### src/logic/div_pkg.sv
package div_pkg;

    localparam int DIV_TAG_W = 4;   // request tag width, sizes the structs below

    // low two bits of the M-extension funct3
    typedef enum logic [1:0] {
        DIV  = 2'b00,
        DIVU = 2'b01,
        REM  = 2'b10,
        REMU = 2'b11
    } div_op_e;

    typedef enum logic [2:0] {
        IDLE     = 3'd0,
        ITERATE  = 3'd1,
        RESTORE  = 3'd2,
        SIGN_FIX = 3'd3,
        DONE     = 3'd4
    } div_state_e;

    // one divide request, 70 bits
    typedef struct packed {
        div_op_e              op;
        logic [31:0]          dividend;
        logic [31:0]          divisor;
        logic [DIV_TAG_W-1:0] tag;
    } div_req_t;

    // one result, 36 bits
    typedef struct packed {
        logic [31:0]          result;
        logic [DIV_TAG_W-1:0] tag;
    } div_res_t;

endpackage

### src/logic/div_lane.sv
module div_lane import div_pkg::*; (
    input  logic     clk_i,
    input  logic     rst_i,

    input  logic     start_i,
    input  div_req_t req_i,
    input  logic     take_i,

    output logic     idle_o,
    output logic     done_o,
    output div_res_t res_o
);

    div_state_e state_q;

    logic [32:0]          a_q;      // partial remainder, bit 32 is the sign
    logic [31:0]          q_q;      // dividend shifting out, quotient shifting in
    logic [31:0]          m_q;      // divisor magnitude
    logic [4:0]           cnt_q;
    logic                 neg_quot_q;
    logic                 neg_rem_q;
    div_op_e              op_q;
    logic [DIV_TAG_W-1:0] tag_q;

    logic        req_signed;
    logic        div_zero;
    logic        overflow;
    logic [31:0] dvd_mag;
    logic [31:0] dvs_mag;
    logic        op_signed;
    logic        op_rem;
    logic [32:0] a_shift;
    logic [32:0] a_step;

    assign req_signed = (req_i.op == DIV) || (req_i.op == REM);
    assign div_zero   = (req_i.divisor == 32'd0);
    assign overflow   = req_signed && (req_i.dividend == 32'h8000_0000)
                        && (req_i.divisor == 32'hffff_ffff);

    assign dvd_mag = (req_signed && req_i.dividend[31]) ? (~req_i.dividend + 32'd1)
                                                        : req_i.dividend;
    assign dvs_mag = (req_signed && req_i.divisor[31]) ? (~req_i.divisor + 32'd1)
                                                       : req_i.divisor;

    assign op_signed = (op_q == DIV) || (op_q == REM);
    assign op_rem    = (op_q == REM) || (op_q == REMU);

    // one non-restoring step: add when negative, subtract otherwise
    assign a_shift = {a_q[31:0], q_q[31]};
    assign a_step  = a_q[32] ? (a_shift + {1'b0, m_q}) : (a_shift - {1'b0, m_q});

    always_ff @(posedge clk_i) begin
        if (!rst_i) begin
            state_q <= IDLE;
        end else begin
            case (state_q)
                IDLE: begin
                    if (start_i) begin
                        if (div_zero || overflow) begin
                            state_q <= DONE;   // answer is known already
                        end else begin
                            state_q <= ITERATE;
                        end
                    end
                end
                ITERATE: begin
                    if (cnt_q == 5'd0) begin
                        state_q <= RESTORE;
                    end
                end
                RESTORE: begin
                    state_q <= op_signed ? SIGN_FIX : DONE;
                end
                SIGN_FIX: begin
                    state_q <= DONE;
                end
                DONE: begin
                    if (take_i) begin
                        state_q <= IDLE;
                    end
                end
                default: begin
                    state_q <= IDLE;
                end
            endcase
        end
    end

    always_ff @(posedge clk_i) begin
        case (state_q)
            IDLE: begin
                if (start_i) begin
                    op_q  <= req_i.op;
                    tag_q <= req_i.tag;
                    if (div_zero) begin
                        q_q <= 32'hffff_ffff;
                        a_q <= {1'b0, req_i.dividend};
                    end else if (overflow) begin
                        q_q <= req_i.dividend;
                        a_q <= '0;
                    end else begin
                        a_q        <= '0;
                        q_q        <= dvd_mag;
                        m_q        <= dvs_mag;
                        cnt_q      <= 5'd31;
                        neg_quot_q <= req_signed & (req_i.dividend[31] ^ req_i.divisor[31]);
                        neg_rem_q  <= req_signed & req_i.dividend[31];
                    end
                end
            end
            ITERATE: begin
                a_q   <= a_step;
                q_q   <= {q_q[30:0], ~a_step[32]};   // quotient bit set when still positive
                cnt_q <= cnt_q - 5'd1;
            end
            RESTORE: begin
                if (a_q[32]) begin
                    a_q <= a_q + {1'b0, m_q};
                end
            end
            SIGN_FIX: begin
                if (neg_quot_q) begin
                    q_q <= ~q_q + 32'd1;
                end
                if (neg_rem_q) begin
                    a_q <= {1'b0, ~a_q[31:0] + 32'd1};   // remainder follows the dividend
                end
            end
            default: begin
            end
        endcase
    end

    assign idle_o       = (state_q == IDLE);
    assign done_o       = (state_q == DONE);
    assign res_o.result = op_rem ? a_q[31:0] : q_q;
    assign res_o.tag    = tag_q;

endmodule

### config.mk
export PLATFORM = sky130hd
export DESIGN_NAME = div_lane
export DESIGN_NICKNAME = d
export VERILOG_FILES = /design/src/logic/div_pkg.sv /design/src/logic/div_lane.sv
export SDC_FILE = /design/constraint.sdc
export NUM_CORES = 1
export LEC_CHECK = 0
export BUFFER_PORTS_ARGS = -buffer_cell sky130_fd_sc_hd__buf_2
export CELL_PAD_IN_SITES_DETAIL_PLACEMENT = 1
export CELL_PAD_IN_SITES_GLOBAL_PLACEMENT = 2
export CORE_MARGIN = 4
export CORE_UTILIZATION = 40
export CTS_CLUSTER_DIAMETER = 60
export DETAILED_ROUTE_END_ITERATION = 6
export GPL_TIMING_DRIVEN = 0
export PLACE_DENSITY = 0.85
export SETUP_SLACK_MARGIN = 0.02
export SYNTH_ARGS = -nofsm -noshare
export SYNTH_HDL_FRONTEND = slang
export SYNTH_SLANG_ARGS = --single-unit
### constraint.sdc
create_clock -name clk_i -period 6.7 [get_ports clk_i]
set_input_delay 0 -clock clk_i [delete_from_list [all_inputs] [get_ports clk_i]]
set_output_delay 0 -clock clk_i [all_outputs]
set_load 0.005 [all_outputs]
==> results.cfg <==
[outcome]
status = finished, final reports clean

[drt]
drc_errors = 0
vias_per_cell = 5.98
dr.pass1.iters = 5
ant_nets = 0
drtIter0Drc = 859
wl_per_cell_um = 23.0
wirelength_mm = 45.0
routed-via-count = 11700

[timing]
final_hold_viol_count = 0
fin_setup_tns_ns = 0
tightest_slew_ns = 1.09
rsz0062_at_grt = no
post-route-min-period_ns = 5.47
hold_slack_ns = 0.0280
slew_viol_final = 0
setup_violations = 0
fin_skew_ns = 0.0115
fmax_mhz = 183
finalCritPeriodShare_pct = 81.6
max-slew-margin-rel_pct = 26.8

[die]
start_util_pct = 40.7
ios = 112
dieWidth_um = 179
row_count = 62
dieArea_um2 = 32200
core_area_um2 = 28900
die_y_um = 179

[clock_network]
cts_buffers = 17
clock-sinks = 113
ctsRootBufferMaster = clkbuf_16
clk_latency_ns = 0.43
h-tree-depth = 4
cts_tree = yes
path_clk_slew_ns = 0.06
clk_path_buf_depth = 2

[logic_synthesis]
syn_nets = 1528
syn_avg_cell_area_um2 = 8.51
synth.area.top_cells = edfxtp_1 28%, ha_1 7.7%, xor2_1 7.4%
synth-seq-cells = 113
synth_compound_area_share_pct = 23.9
synth_top_area_share_pct = 28.1
postSynth.asyncResetShare_pct = 0
yosys_warnings = 0
synth.distinct_cells = 73
synthXorXnorAreaFrac_pct = 13.3
syn_area_um2 = 11700
synthMuxAreaShare_pct = 3.47
ys_seq_area_share_pct = 28.7
syn-instance-count = 1380
synth_edf_count = 110
synth_fa_ha_area_share_pct = 8.02
synthSimpleGateAreaFrac_pct = 19.3
synth_area_leader_cell = edfxtp_1
synth_top_family_by_area = compound AO/OA/AOI/OAI gates
synthFlopType = edfxtp_1

[power]
ir_drop_uv = 209
power_density_nw_per_um2 = 398
leakagePower_nw = 5.33

[critical_path]
path_cells = clkbuf_1, clkbuf_1, mux2_2, fa_1, a211o_1, a21oi_1, o21ai_0, a21oi_1, o21a_1, o221a_2, o21ai_0, a21oi_1, o21ai_0
crit_slowest_cell = clkbuf_1
crit_type = reg2reg
crit_arrival_ns = 5.54
crit_required_ns = 6.77
cp_num_buf_inv = 2
worst-path-max-fanout = 10
cpPeakStageDelay_ns = 0.58
crit_family = compound AO/OA/AOI/OAI gates
critPathLaunchType = flip-flop
cp-end-kind = flip-flop

[finish]
register_area_um2 = 3360
final_layout_size_suffix_gt1_share_pct = 12.7
num_antenna_cells = 0
stdcell_area_um2 = 13900
fillerInstances = 3456
finish.net_count = 1708
area_delta_synth_final_pct = 18.0
multi_input_comb_area_um2 = 7990

[global_route]
grt_most_used_layer = met2
grt_pass1_wl_mm = 68.4
met3_usage_pct = 3.99
gr-usage-met1_pct = 38.8
grt_use_total_pct = 28.1
grt_overflow_total = 0
grt_max_degree = 37
grt_pass1_vias = 11800
antenna_found_initial = 1
grt_use_met2_pct = 45.1

[placed_design]
gp_congestion = 0.913
io_buffer_count = 110
post_dp_cell_area_um2 = 12800
dpl.hpwl_mm = 36.1

[hold_path]
hold_path.class = in2reg

[run]
cap_violations = 0
## what timing repair did
item                                   in CTS  in global routing
resized for setup                           0                  0
setup endpoints to repair                   0                  0
endpoints found under the hold margin      52                  0
hold buffers                               51                  0
buffers inserted                            0                  0
## synth_stat cells (4+ instances only)
library cell  number
o31ai_1           12
or3_1             14
a31oi_1           17
o311ai_0           5
and2_1            13
o31a_1             7
o22ai_1            4
nor3b_1            5
xnor2_1           79
nor4_1            28
o21a_1            15
nor2b_1            7
or4_1             17
nand4_1           15
clkbuf_1          49
o221ai_1           8
o21ai_0           89
a22oi_1           35
nand2_1           90
nor3_2             5
nand3_1           23
edfxtp_1         110
ha_1              72
buf_1              5
o21ai_1            6
mux2_2            30
nand2b_1          23
nor2_1           121
mux2i_1            7
a21o_1            28
a41oi_1            4
a21oi_1          136
o211ai_1          20
a211oi_1           9
a221oi_1          10
xor2_1            99
and3_1            19
o21bai_1           8
inv_1             40
nand3b_1           4
nor3_1            40
## layer usage
metal / vias to the layer above / wire length, µm
met3: 70 / 2500
li1: 5582 / -
met5: - / 13
met4: 2 / 1350
met1: 5679 / 20800
met2: 365 / 20400
## cells in the final DEF, fill, tap and decap left out, types with 19 or more instances in the layout
master	synthesis	routed
buf_2	3	113
a21o_1	28	28
inv_1	40	40
o21ai_0	89	89
ha_1	72	72
edfxtp_1	110	110
nand2_1	90	90
xor2_1	99	99
mux2_2	30	30
clkbuf_1	49	49
nor2_1	121	120
and3_1	19	19
o211ai_1	20	20
dlygate4sd3_1	0	51
xnor2_1	79	79
a22oi_1	35	35
nand2b_1	23	23
nor3_1	40	40
nor4_1	28	28
a21oi_1	136	136
nand3_1	23	23
## worst min-delay path, delay by kind of cell
kind,cells,cell delay [ns]
buffers and inverters,1,0.12
AOI/OAI and AO/OA,2,0.21
## power by group
group	switching, mW	leakage [nW]	internal (mW)	total, mW
Combinational	1.97	3.96	1.28	3.25
Sequential	0.355	1.11	1.01	1.36
Clock	0.387	0.271	0.514	0.901
Total	2.71	5.33	2.80	5.52
## registers in the layout (all words and copies together), names as in the netlist
signal and flops:
cnt_q 5, m_q 32, q_q 32, neg_rem_q 1
op_q 2, state_q 3, neg_quot_q 1, tag_q 4
a_q 33
## final cells by class
| type | instances | area share [%] |
|---|---|---|
| multi-input cells | 1167 | 57.7 |
| clock buffers | 17 | 3.07 |
| plain buffers | 60 | 1.76 |
| inverters | 40 | 1.08 |
| flip-flops and latches | 113 | 24.3 |
| repair buffers | 161 | 7.66 |
| well taps | 384 | 3.47 |
| clock inverters | 15 | 0.976 |
## stage by stage
stage,total power [mW],utilization (%),setup WS (ns),std cells
after floorplan,3.47,-,2.71,1380
after detailed placement,4.50,44.3,1.33,1874
after global routing,5.90,48.0,0.936,1957
after global placement,4.43,44.3,1.40,1874
after CTS,5.45,48.0,1.31,1957
final,5.52,48.0,1.23,1957
## logic make-up after synthesis
family	Yosys count
AOI/OAI and AO/OA	440
xor gates and xnor gates	178
adders and majority gates	74
buffers and inverters	100
DFF	113
muxes	37
and+or+nand+nor	438
## worst paths after layout
check,start,end,slack [ns],cells past startpoint
min reg2reg,cnt_q[0],cnt_q[0],0.60,1
min,req_i[65],a_q[29],0.03,3
max,a_q[32],a_q[32],1.23,13
max reg2reg,a_q[32],a_q[32],1.23,13
(Power assumes the default switching activity.)
