## src/logic/div_pkg.sv

```systemverilog
package div_pkg;

    localparam int DIV_TAG_W = 4;   // request tag width, sizes the structs below

    // low two bits of the M-extension funct3
    typedef enum logic [1:0] {
        DIV  = 2'b00,
        DIVU = 2'b01,
        REM  = 2'b10,
        REMU = 2'b11
    } div_op_e;

    typedef enum logic [2:0] {
        IDLE     = 3'd0,
        ITERATE  = 3'd1,
        RESTORE  = 3'd2,
        SIGN_FIX = 3'd3,
        DONE     = 3'd4
    } div_state_e;

    // one divide request, 70 bits
    typedef struct packed {
        div_op_e              op;
        logic [31:0]          dividend;
        logic [31:0]          divisor;
        logic [DIV_TAG_W-1:0] tag;
    } div_req_t;

    // one result, 36 bits
    typedef struct packed {
        logic [31:0]          result;
        logic [DIV_TAG_W-1:0] tag;
    } div_res_t;

endpackage

```

## src/logic/div_dispatch.sv

```systemverilog
module div_dispatch import div_pkg::*; #(
    parameter int NUM_LANES = 4
) (
    input  logic                 clk_i,
    input  logic                 rst_i,

    input  logic                 req_valid_i,
    input  div_req_t             req_i,
    input  logic [NUM_LANES-1:0] idle_i,

    output logic [NUM_LANES-1:0] start_o,
    output div_req_t             lane_req_o,
    output logic                 busy_o
);

    logic [NUM_LANES-1:0] start_q;
    logic [NUM_LANES-1:0] avail;
    logic [NUM_LANES-1:0] pick;
    logic                 accept;
    div_req_t             req_q;

    // a lane started last cycle still shows idle, keep it out of the pick
    assign avail = idle_i & ~start_q;

    // lowest set bit of avail
    assign pick = avail & (~avail + {{(NUM_LANES-1){1'b0}}, 1'b1});

    assign busy_o = ~|avail;
    assign accept = req_valid_i & ~busy_o;   // strobe while busy is dropped

    always_ff @(posedge clk_i) begin
        if (!rst_i) begin
            start_q <= '0;
        end else if (accept) begin
            start_q <= pick;
        end else begin
            start_q <= '0;   // single-cycle start
        end
    end

    // request payload, shared by all lanes
    always_ff @(posedge clk_i) begin
        if (accept) begin
            req_q <= req_i;
        end
    end

    assign start_o    = start_q;
    assign lane_req_o = req_q;

endmodule

```

## config.mk

```make
export PLATFORM = sky130hd
export DESIGN_NAME = div_dispatch
export DESIGN_NICKNAME = d
export VERILOG_FILES = /design/src/logic/div_pkg.sv /design/src/logic/div_dispatch.sv
export SDC_FILE = /design/constraint.sdc
export NUM_CORES = 1
export LEC_CHECK = 0
export BUFFER_PORTS_ARGS = -buffer_cell sky130_fd_sc_hd__buf_2
export CAP_MARGIN = 40
export CORE_MARGIN = 2
export CORE_UTILIZATION = 41
export DETAILED_ROUTE_END_ITERATION = 12
export PLACE_DENSITY = 0.77
export SETUP_SLACK_MARGIN = 0.2
export SYNTH_ARGS = -nofsm -noshare
export SYNTH_HDL_FRONTEND = slang
export SYNTH_SLANG_ARGS = --single-unit
export TNS_END_PERCENT = 50
```

## constraint.sdc

```tcl
create_clock -name clk_i -period 3 [get_ports clk_i]
set_clock_uncertainty 0.1 [all_clocks]
set_input_delay 0.3 -clock clk_i [delete_from_list [all_inputs] [get_ports clk_i]]
set_output_delay 0.3 -clock clk_i [all_outputs]
set_load 0.05 [all_outputs]
```

==> impl_metrics.yaml, run 1 <==
status:
  outcome: "finished clean"
synthesis:
  yosys_register_bits: 74
  yosys-mux-area-fraction_pct: 0
  synth-warning-count: 0
  syn_nets: 165
  ys_types: 11
  synth_top_family_by_area: "simple AND/OR/NAND/NOR gates"
  synth_area_leaders: "edfxtp_1 (91%), dfxtp_1 (3.5%), nand2b_4 (1.8%)"
  synth_compound_gate_area_share_pct: 0.3261
  netlist_instances: 88
  synthAdderAreaFrac_pct: 0
  yosysSeqAreaShare_pct: 94.78
  syn_avg_cell_area_sq_um: 26.16
  synth-simple-area-share_pct: 4.891
  synth.largest_area_cell: "edfxtp_1"
  syn-cell-area_sq_um: 2302
  synth_top_cell_area_share_pct: 91.30
  synthXorXnorAreaFrac_pct: 0
floorplan:
  ioPinCount: 152
  start_util_pct: 42.07
  die_h_um: 78.94
  num_rows: 27
  die-area_sq_um: 6231
  core_sq_um: 5473
  chipWidth_um: 78.94
sta:
  period_share_pct: 56.13
  relSlewSlack_pct: 78.95
  tightest_slew_ns: 0.3157
  fmax_ghz: 0.5939
  setup_viol: 0
  rsz0062_at_grt: "no"
  hold_violations: 0
  period_needed_ns: 1.684
  finalMaxSlewViolations: 0
  setup_tns_ns: 0
setup_path:
  r2r-end: "lane_req_o[36]"
  cp_max_fo: 3
  crit_chain: "nand2b_4 -> nand2_1 -> nor2_1 -> buf_2"
  r2r_slack_ns: 1.48
  cp.required_ns: 2.60
  worst-path-buf-inv: 1
  cpPeakStageDelay_ns: 0.35
  r2r_cells: 4
  slowest_stage: "dfxtp_1"
  startpoint_type: "flip-flop"
  critPathKind: "reg -> out"
  reg2reg_from: "start_o[3]"
  critical_path.top_delay_family: "flip-flops"
  worstPathArrival_ns: 1.28
  critPathCaptureType: "primary output"
routing:
  drt_iter0_drc: 63
  dr_total_vias: 1411
  drtAntennaViolNets: 0
  wl_per_cell_um: 14.02
  drtPass1Iterations: 4
  drc: 0
  via_per_inst: 4.302
  routed_wl_mm: 4.598
grt:
  grt_antenna_before_repair: 0
  grt.total_usage_pct: 15.07
  grt_pass1_wl_mm: 6.706
  grt_max_degree: 68
  gr-total-overflow: 0
  grt_pass1_vias: 1482
power_and_ir_drop:
  p_per_area_nw_per_um2: 695.8
  ir_drop_uv: 406.4
  p_leak_uw: 0.001473
worst_hold_path:
  hold_end: "lane_req_o[1]"
  hp-start: "req_i[1]"
  hp-class: "in -> reg"
  hold_depth: 1
clocking:
  clock_latency_ns: 0.33
  post_cts_buffers: 0
  clkSinkCount: 74
  cts_resized: 0
  cts_made_buffers: 9
  clk_path_buf_depth: 2
  cts_hold_buf: 0
  cts-root-buf: "clkbuf_8"
  tritoncts: "yes"
  clk_pin_slew_ns: 0.08
  htree_levels: 3
finish:
  areaGrowthSynthToFinish_pct: 47.34
  postLayoutCoreUtil_pct: 61.98
  fillers: 438
  layout_common_cells: "buf_2 (151), edfxtp_1 (70), clkbuf_8 (9)"
  final_common_cell: "buf_2"
  antennaDiodeCount: 0
  fin_nets: 328
  drive_gt1_share_pct: 67.97
placed_design:
  globalplace.congestion: 0.6966
  portBuffers: 151
job:
  max_cap_viol_count: 0
-- cell usage after synthesis (all sizes together) --
master  count
nand2       3
nand2b      4
nor3b       1
nor2        3
edfxtp     70
o21a        1
nand3       1
nor3        1
dfxtp       4
-- cell type report --
type	instances	area (sq um)	share of cell area, %
repair buffers	152	783.3	23.09
multi-input cells	14	127.6	3.762
well taps	72	90.09	2.656
clock buffers	10	127.6	3.762
flip-flops and latches	74	2182	64.33
clock inverters	6	81.33	2.398
-- where the power goes --
| group | total [uW] | internal (uW) | leakage [uW] | switching, uW |
|---|---|---|---|---|
| registers | 1210 | 1200 | 0.000713 | 12.6 |
| clock network | 800 | 463 | 0.000104 | 337 |
| logic | 348 | 82.9 | 0.000656 | 266 |
-- per-layer routing --
metal / up-vias / track usage [%] / routed length [um]
met2: 92 / 26.15 / 2459
met5: - / 0 / 0
met1: 643 / 14.21 / 1535
met3: 9 / 7.727 / 521
li1: 667 / - / -
met4: 0 / 8.621 / 82
-- worst max-delay path by stage --
stage                from              to  cells after the start
2_1_floorplan  start_o[2]   lane_req_o[0]                      3
3_3_place_gp    idle_i[0]  lane_req_o[14]                      4
3_5_place_dp    idle_i[0]   lane_req_o[6]                      5
4_1_cts        start_o[0]          busy_o                      4
5_1_grt        start_o[0]          busy_o                      4
6_report       start_o[0]          busy_o                      4
-- kinds of logic (layout without fill, tap and decap cells) --
logic type,after synthesis,in the layout
AOI/OAI and AO/OA,1,1
and+or+nand+nor,13,13
buffers and inverters,0,168
DFF,74,74
-- state kept, by name, summed over array words and instances (netlist names) --
| name | count |
|---|---|
| lane_req_o | 70 |
| start_o | 4 |
-- through the flow --
stage	power [uW]	setup WS (ns)	cells	instance area [sq um]	hold slack, ns
final	2360	1.316	328	3392	0.03732
after global routing	2446	1.211	328	3392	0.01281
after CTS	2383	1.294	328	3392	0.02210
after detailed placement	1587	1.473	312	3183	0.3781
after global placement	1575	1.202	311	3156	0.3763
after floorplan	1471	0.7844	88	2303	0.2989
Power figures use the tool's default switching activity.
==> run 2, diff against run 1 <==
CORE_UTILIZATION = 37   (was 41)
PLACE_DENSITY = 0.73   (was 0.77)
clock period = 1.38 ns   (was 3 ns; I/O delays follow)
==> run 2 against run 1 <==
The run now ends with negative hold slack left. Core utilization grew 15 points. Worst setup slack got worse by 1.3 ns. Critical path depth did not move. Clock-buffer cell count shrank 1. Sequential power is 120% higher. Clock power is 100% higher. Largest power group unchanged. Highest routed layer unchanged.
==> impl_metrics.yaml, run 2 (synthesis results as in run 1) <==
finish:
  final_common_cell: "buf_2"
  multi_input_area_sq_um: 155.1
  drive_gt1_share_pct: 56.19
  largest_reg_flops: 70
  fin_nets: 404
  areaGrowthSynthToFinish_pct: 99.51
  stdcell_area_sq_um: 4593
  antennaDiodeCount: 0
  layout.cells.non_filler: 406
  fillers: 334
  ff_latch_area_sq_um: 2197
  layout_common_cells: "buf_2 (77), dlygate4sd3_1 (72), edfxtp_1 (70)"
setup_path:
  critPathKind: "reg -> reg"
  cpPeakStageDelay_ns: 0.35
  crit_chain: "nand2b_4 -> nand2_4 -> o21a_4 -> buf_12"
  reg2reg_from: "start_o[2]"
  cp-startpoint: "start_o[2]"
  worstPathArrival_ns: 1.31
  slowest_stage: "dfxtp_4"
  setup.worst_path.end: "lane_req_o[52]"
  critPathCaptureType: "flip-flop"
  startpoint_type: "flip-flop"
  r2r-end: "lane_req_o[52]"
  r2r_slack_ns: 0.0007
  r2r_cells: 4
  cp_max_fo: 28
  cp.required_ns: 1.31
sta:
  hold_slack_ns: -0.02742
  hold_violations: 2
  period_share_pct: 99.95
  setup_viol: 0
  period_needed_ns: 1.379
  rsz0062_at_grt: "yes"
  tightest_slew_ns: 0.2483
  fmax_ghz: 0.7250
  finalMaxSlewViolations: 0
  relSlewSlack_pct: 83.56
power_and_ir_drop:
  p_leak_uw: 0.001923
  ir_drop_uv: 736.6
  p_per_area_nw_per_um2: 1171
  power_uw: 5380
placed_design:
  placed_area_sq_um: 3257
  globalplace.congestion: 0.7358
  portBuffers: 151
  placed_cells: 318
  hpwl_mm: 4.030
floorplan:
  die_h_um: 82.88
  chipWidth_um: 82.88
  num_rows: 28
  die-area_sq_um: 6869
  ioPinCount: 152
  start_util_pct: 38.66
  core_sq_um: 5956
clocking:
  htree_levels: 3
  clkSinkCount: 74
  clk_path_buf_depth: 2
  tritoncts: "yes"
  cts-root-buf: "clkbuf_8"
  cts_hold_buf: 72
  clock_latency_ns: 0.33
  cts_made_buffers: 9
  clk_pin_slew_ns: 0.07
routing:
  m1WireLength_mm: 2.671
  wl_per_cell_um: 17.30
  top_layer: "met4"
  drtAntennaViolNets: 0
  wl_met3_um: 514
  dr_total_vias: 1792
  dr_wl_met2_mm: 3.645
  drc: 0
  drt_iter0_drc: 96
  via_per_inst: 4.414
  drtPass1Iterations: 4
  routed_wl_mm: 7.022
grt:
  grt_antenna_before_repair: 0
  grt_pass1_vias: 1892
  gr-total-overflow: 0
  grt_max_degree: 29
  grt_pass1_wl_mm: 10.03
  grt.total_usage_pct: 19.45
job:
  max_cap_viol_count: 0
status:
  outcome: "finished with violations"
  violations: "negative hold slack"
worst_hold_path:
  hp-class: "in -> reg"
[run 2: cell count changes in the layout (fill, tap and decap cells not counted), moves of 4 or more]
cell / before / now
buf_2: 151 / 77
dlygate4sd3_1: 0 / 72
buf_6: 0 / 56
buf_4: 0 / 17
dfxtp_1: 4 / 0
dfxtp_4: 0 / 4
[run 2: power by group]
group,internal (uW),switching [uW]
registers,2600,58.6
logic,462,639
clock network,827,790
[run 2: worst min-delay path by stage]
stage	start	endpoint	slack, ns	cells past startpoint
6_report	idle_i[1]	start_o[1]	-0.03	3
5_1_grt	idle_i[2]	start_o[2]	-0.04	3
2_1_floorplan	req_i[0]	lane_req_o[0]	0.14	0
3_3_place_gp	req_i[27]	lane_req_o[27]	0.21	1
3_5_place_dp	req_i[27]	lane_req_o[27]	0.22	1
4_1_cts	idle_i[3]	start_o[3]	-0.04	3
[run 2: cell type report]
cell class                      instances  share of cell area, %
Clock inverter                          6                  1.498
Timing Repair Buffer                  228                  42.55
Tap cell                               75                  2.043
Clock buffer                            9                  2.697
Sequential cell                        74                  47.83
Multi-Input combinational cell         14                  3.378
[run 2: repair_timing]
item                       CTS  global route
gates resized for setup     38           142
pin swaps                    0             1
hold endpoints to repair    74             2
buffers inserted             0             1
setup endpoints to repair  100           142
[run 2: per-stage QoR]
step / hold slack, ns / setup TNS, ns / worst slack (ns) / util [%]
after floorplan: 0.1369 / -22.70 / -0.3219 / -
after global placement: 0.2146 / 0 / 0.05074 / 54.68
after detailed placement: 0.2161 / 0 / 0.02864 / 54.68
after CTS: -0.04288 / -0.02625 / -0.01486 / 71.87
after global routing: -0.03799 / -1.521 / -0.04270 / 77.12
final: -0.02742 / 0 / 0.0007041 / 77.12
[run 2: metal layers]
layer	vias to the layer above	global-route usage, %
met5	-	0
met4	0	6.408
met3	17	8.748
met2	115	33.65
met1	839	21.26
li1	821	-
[run 2: worst max-delay path, delay by kind of cell (launching register included)]
family	cells	cell delay [ns]
AND/OR/NAND/NOR	2	0.24
flip-flops	1	0.35
buffers and inverters	1	0.20
AO/OA/AOI/OAI	1	0.18
==> run 3, diff against run 2 <==
SETUP_SLACK_MARGIN = 0.15   (was 0.2)
==> run 3 against run 2 <==
The run still ends with negative hold slack left. Worst setup slack better by 0.0055 ns. Sequential power hardly changed. Critical path depth stayed put.
==> impl_metrics.yaml, run 3 (synthesis results as in run 1) <==
routing:
  via_per_inst: 4.310
  drtPass1Iterations: 4
  dr_total_vias: 1750
  wl_per_cell_um: 16.25
  drc: 0
  drtAntennaViolNets: 0
  drt_iter0_drc: 65
  routed_wl_mm: 6.596
power_and_ir_drop:
  switching_share_pct: 27.72
  p_per_area_nw_per_um2: 1228
  p_leak_uw: 0.001815
  seqPwrFrac_pct: 50.4
  p_switching_uw: 1451
  p_comb_share_pct: 18.9
  p_int_uw: 3785
  ir_drop_uv: 732.3
  power_uw: 5237
  clkPwrFrac_pct: 30.7
clocking:
  clk_pin_slew_ns: 0.07
  cts_hold_buf: 72
  cts-root-buf: "clkbuf_8"
  tritoncts: "yes"
  htree_levels: 3
  cts_made_buffers: 9
  clkSinkCount: 74
  clock_latency_ns: 0.33
  clk_path_buf_depth: 2
setup_path:
  r2r_cells: 4
  cp.required_ns: 1.31
  reg2reg_from: "start_o[2]"
  critPathCaptureType: "flip-flop"
  r2r_slack_ns: 0.006
  cp_max_fo: 28
  critPathKind: "reg -> reg"
  startpoint_type: "flip-flop"
  cpPeakStageDelay_ns: 0.34
  slowest_stage: "dfxtp_4"
  crit_chain: "nand2b_4 -> nand2_4 -> o21a_4 -> buf_12"
  worstPathArrival_ns: 1.31
  r2r-end: "lane_req_o[33]"
  worst-path-buf-inv: 1
  critical_path.top_delay_family: "flip-flops"
sta:
  hold_slack_ns: -0.02881
  period_share_pct: 99.55
  hold_violations: 2
  fin_ws_ns: 0.006246
  setup_viol: 0
  rsz0062_at_grt: "yes"
  tightest_slew_ns: 0.2811
  relSlewSlack_pct: 81.39
  period_needed_ns: 1.374
  finalMaxSlewViolations: 0
  fmax_ghz: 0.7279
grt:
  grtUsageMet2_pct: 32.48
  gr-total-overflow: 0
  grt.total_usage_pct: 19.86
  grt_pass1_vias: 1867
  grt_pass1_wl_mm: 10.25
  top_usage_layer: "met2"
  use_met3_pct: 8.847
  grt_antenna_before_repair: 0
  grt_max_degree: 29
  met1_usage_pct: 22.68
worst_hold_path:
  hold_end: "start_o[1]"
  hp-class: "in -> reg"
  hold_depth: 3
  hp-start: "idle_i[1]"
floorplan:
  core_sq_um: 5956
  start_util_pct: 38.66
  die_h_um: 82.88
  chipWidth_um: 82.88
  die-area_sq_um: 6869
  num_rows: 28
  ioPinCount: 152
finish:
  fillers: 392
  antennaDiodeCount: 0
  largest_reg_flops: 70
  layout_common_cells: "buf_2 (129), dlygate4sd3_1 (72), edfxtp_1 (70)"
  drive_gt1_share_pct: 56.19
  areaGrowthSynthToFinish_pct: 85.22
  final_common_cell: "buf_2"
  fin_nets: 404
status:
  violations: "negative hold slack"
  outcome: "finished with violations"
placed_design:
  place_ws_ns: 0.02864
  globalplace.congestion: 0.7358
  portBuffers: 151
  hpwl_mm: 4.030
job:
  max_cap_viol_count: 0
-- run 3: cell type report --
| class | count | area (sq um) | area share [%] |
|---|---|---|---|
| clock buffers | 9 | 123.9 | 2.905 |
| flip-flops and latches | 74 | 2197 | 51.53 |
| clock inverters | 6 | 68.82 | 1.614 |
| well taps | 75 | 93.84 | 2.201 |
| multi-input cells | 14 | 155.1 | 3.639 |
| repair buffers | 228 | 1625 | 38.12 |
-- run 3: metal layers --
layer / wire length, um / vias to the layer above
li1: - / 823
met1: 2570 / 800
met2: 3290 / 110
met3: 534 / 17
met4: 201 / 0
met5: 0 / -
-- run 3: tightest hold or removal path, cell delays in order --
cell and delay, ns:
buf_2 0.11, nand2b_4 0.08, nor2_1 0.04
-- run 3: per-stage QoR --
stage          setup TNS (ns)  utilization (%)  cell area, sq um  cells
2_1_floorplan          -22.70                -              2340     88
3_3_place_gp                0            54.68              3257    318
3_5_place_dp                0            54.68              3257    318
4_1_cts              -0.02625            70.34              4189    405
5_1_grt                -1.437            71.60              4264    406
6_report                    0            71.60              4264    406
-- run 3: repair_timing --
action	4_1_cts	5_1_grt
endpoints found under the hold margin	74	2
setup buffers	0	1
setup endpoints to repair	71	92
gates resized for setup	5	44
pin swaps	0	1
-- run 3: worst max-delay path by stage --
stage,startpoint,to,slack (ns),depth (start not counted)
global placement,start_o[2],lane_req_o[60],0.05,4
finish,start_o[2],lane_req_o[33],0.006,4
global route,start_o[1],busy_o,-0.05,4
floorplan,start_o[0],lane_req_o[0],-0.32,3
CTS,start_o[1],busy_o,-0.01,4
detailed placement,start_o[3],lane_req_o[60],0.03,4
-- run 3: power by group through the flow --
stage          combinational (uW)  sequential, uW  clock, uW
4_1_cts                       961            2630       1650
6_report                      989            2640       1610
3_5_place_dp                  795            2680          0
2_1_floorplan                70.1            3130          0
5_1_grt                      1030            2650       1790
3_3_place_gp                  786            2670          0
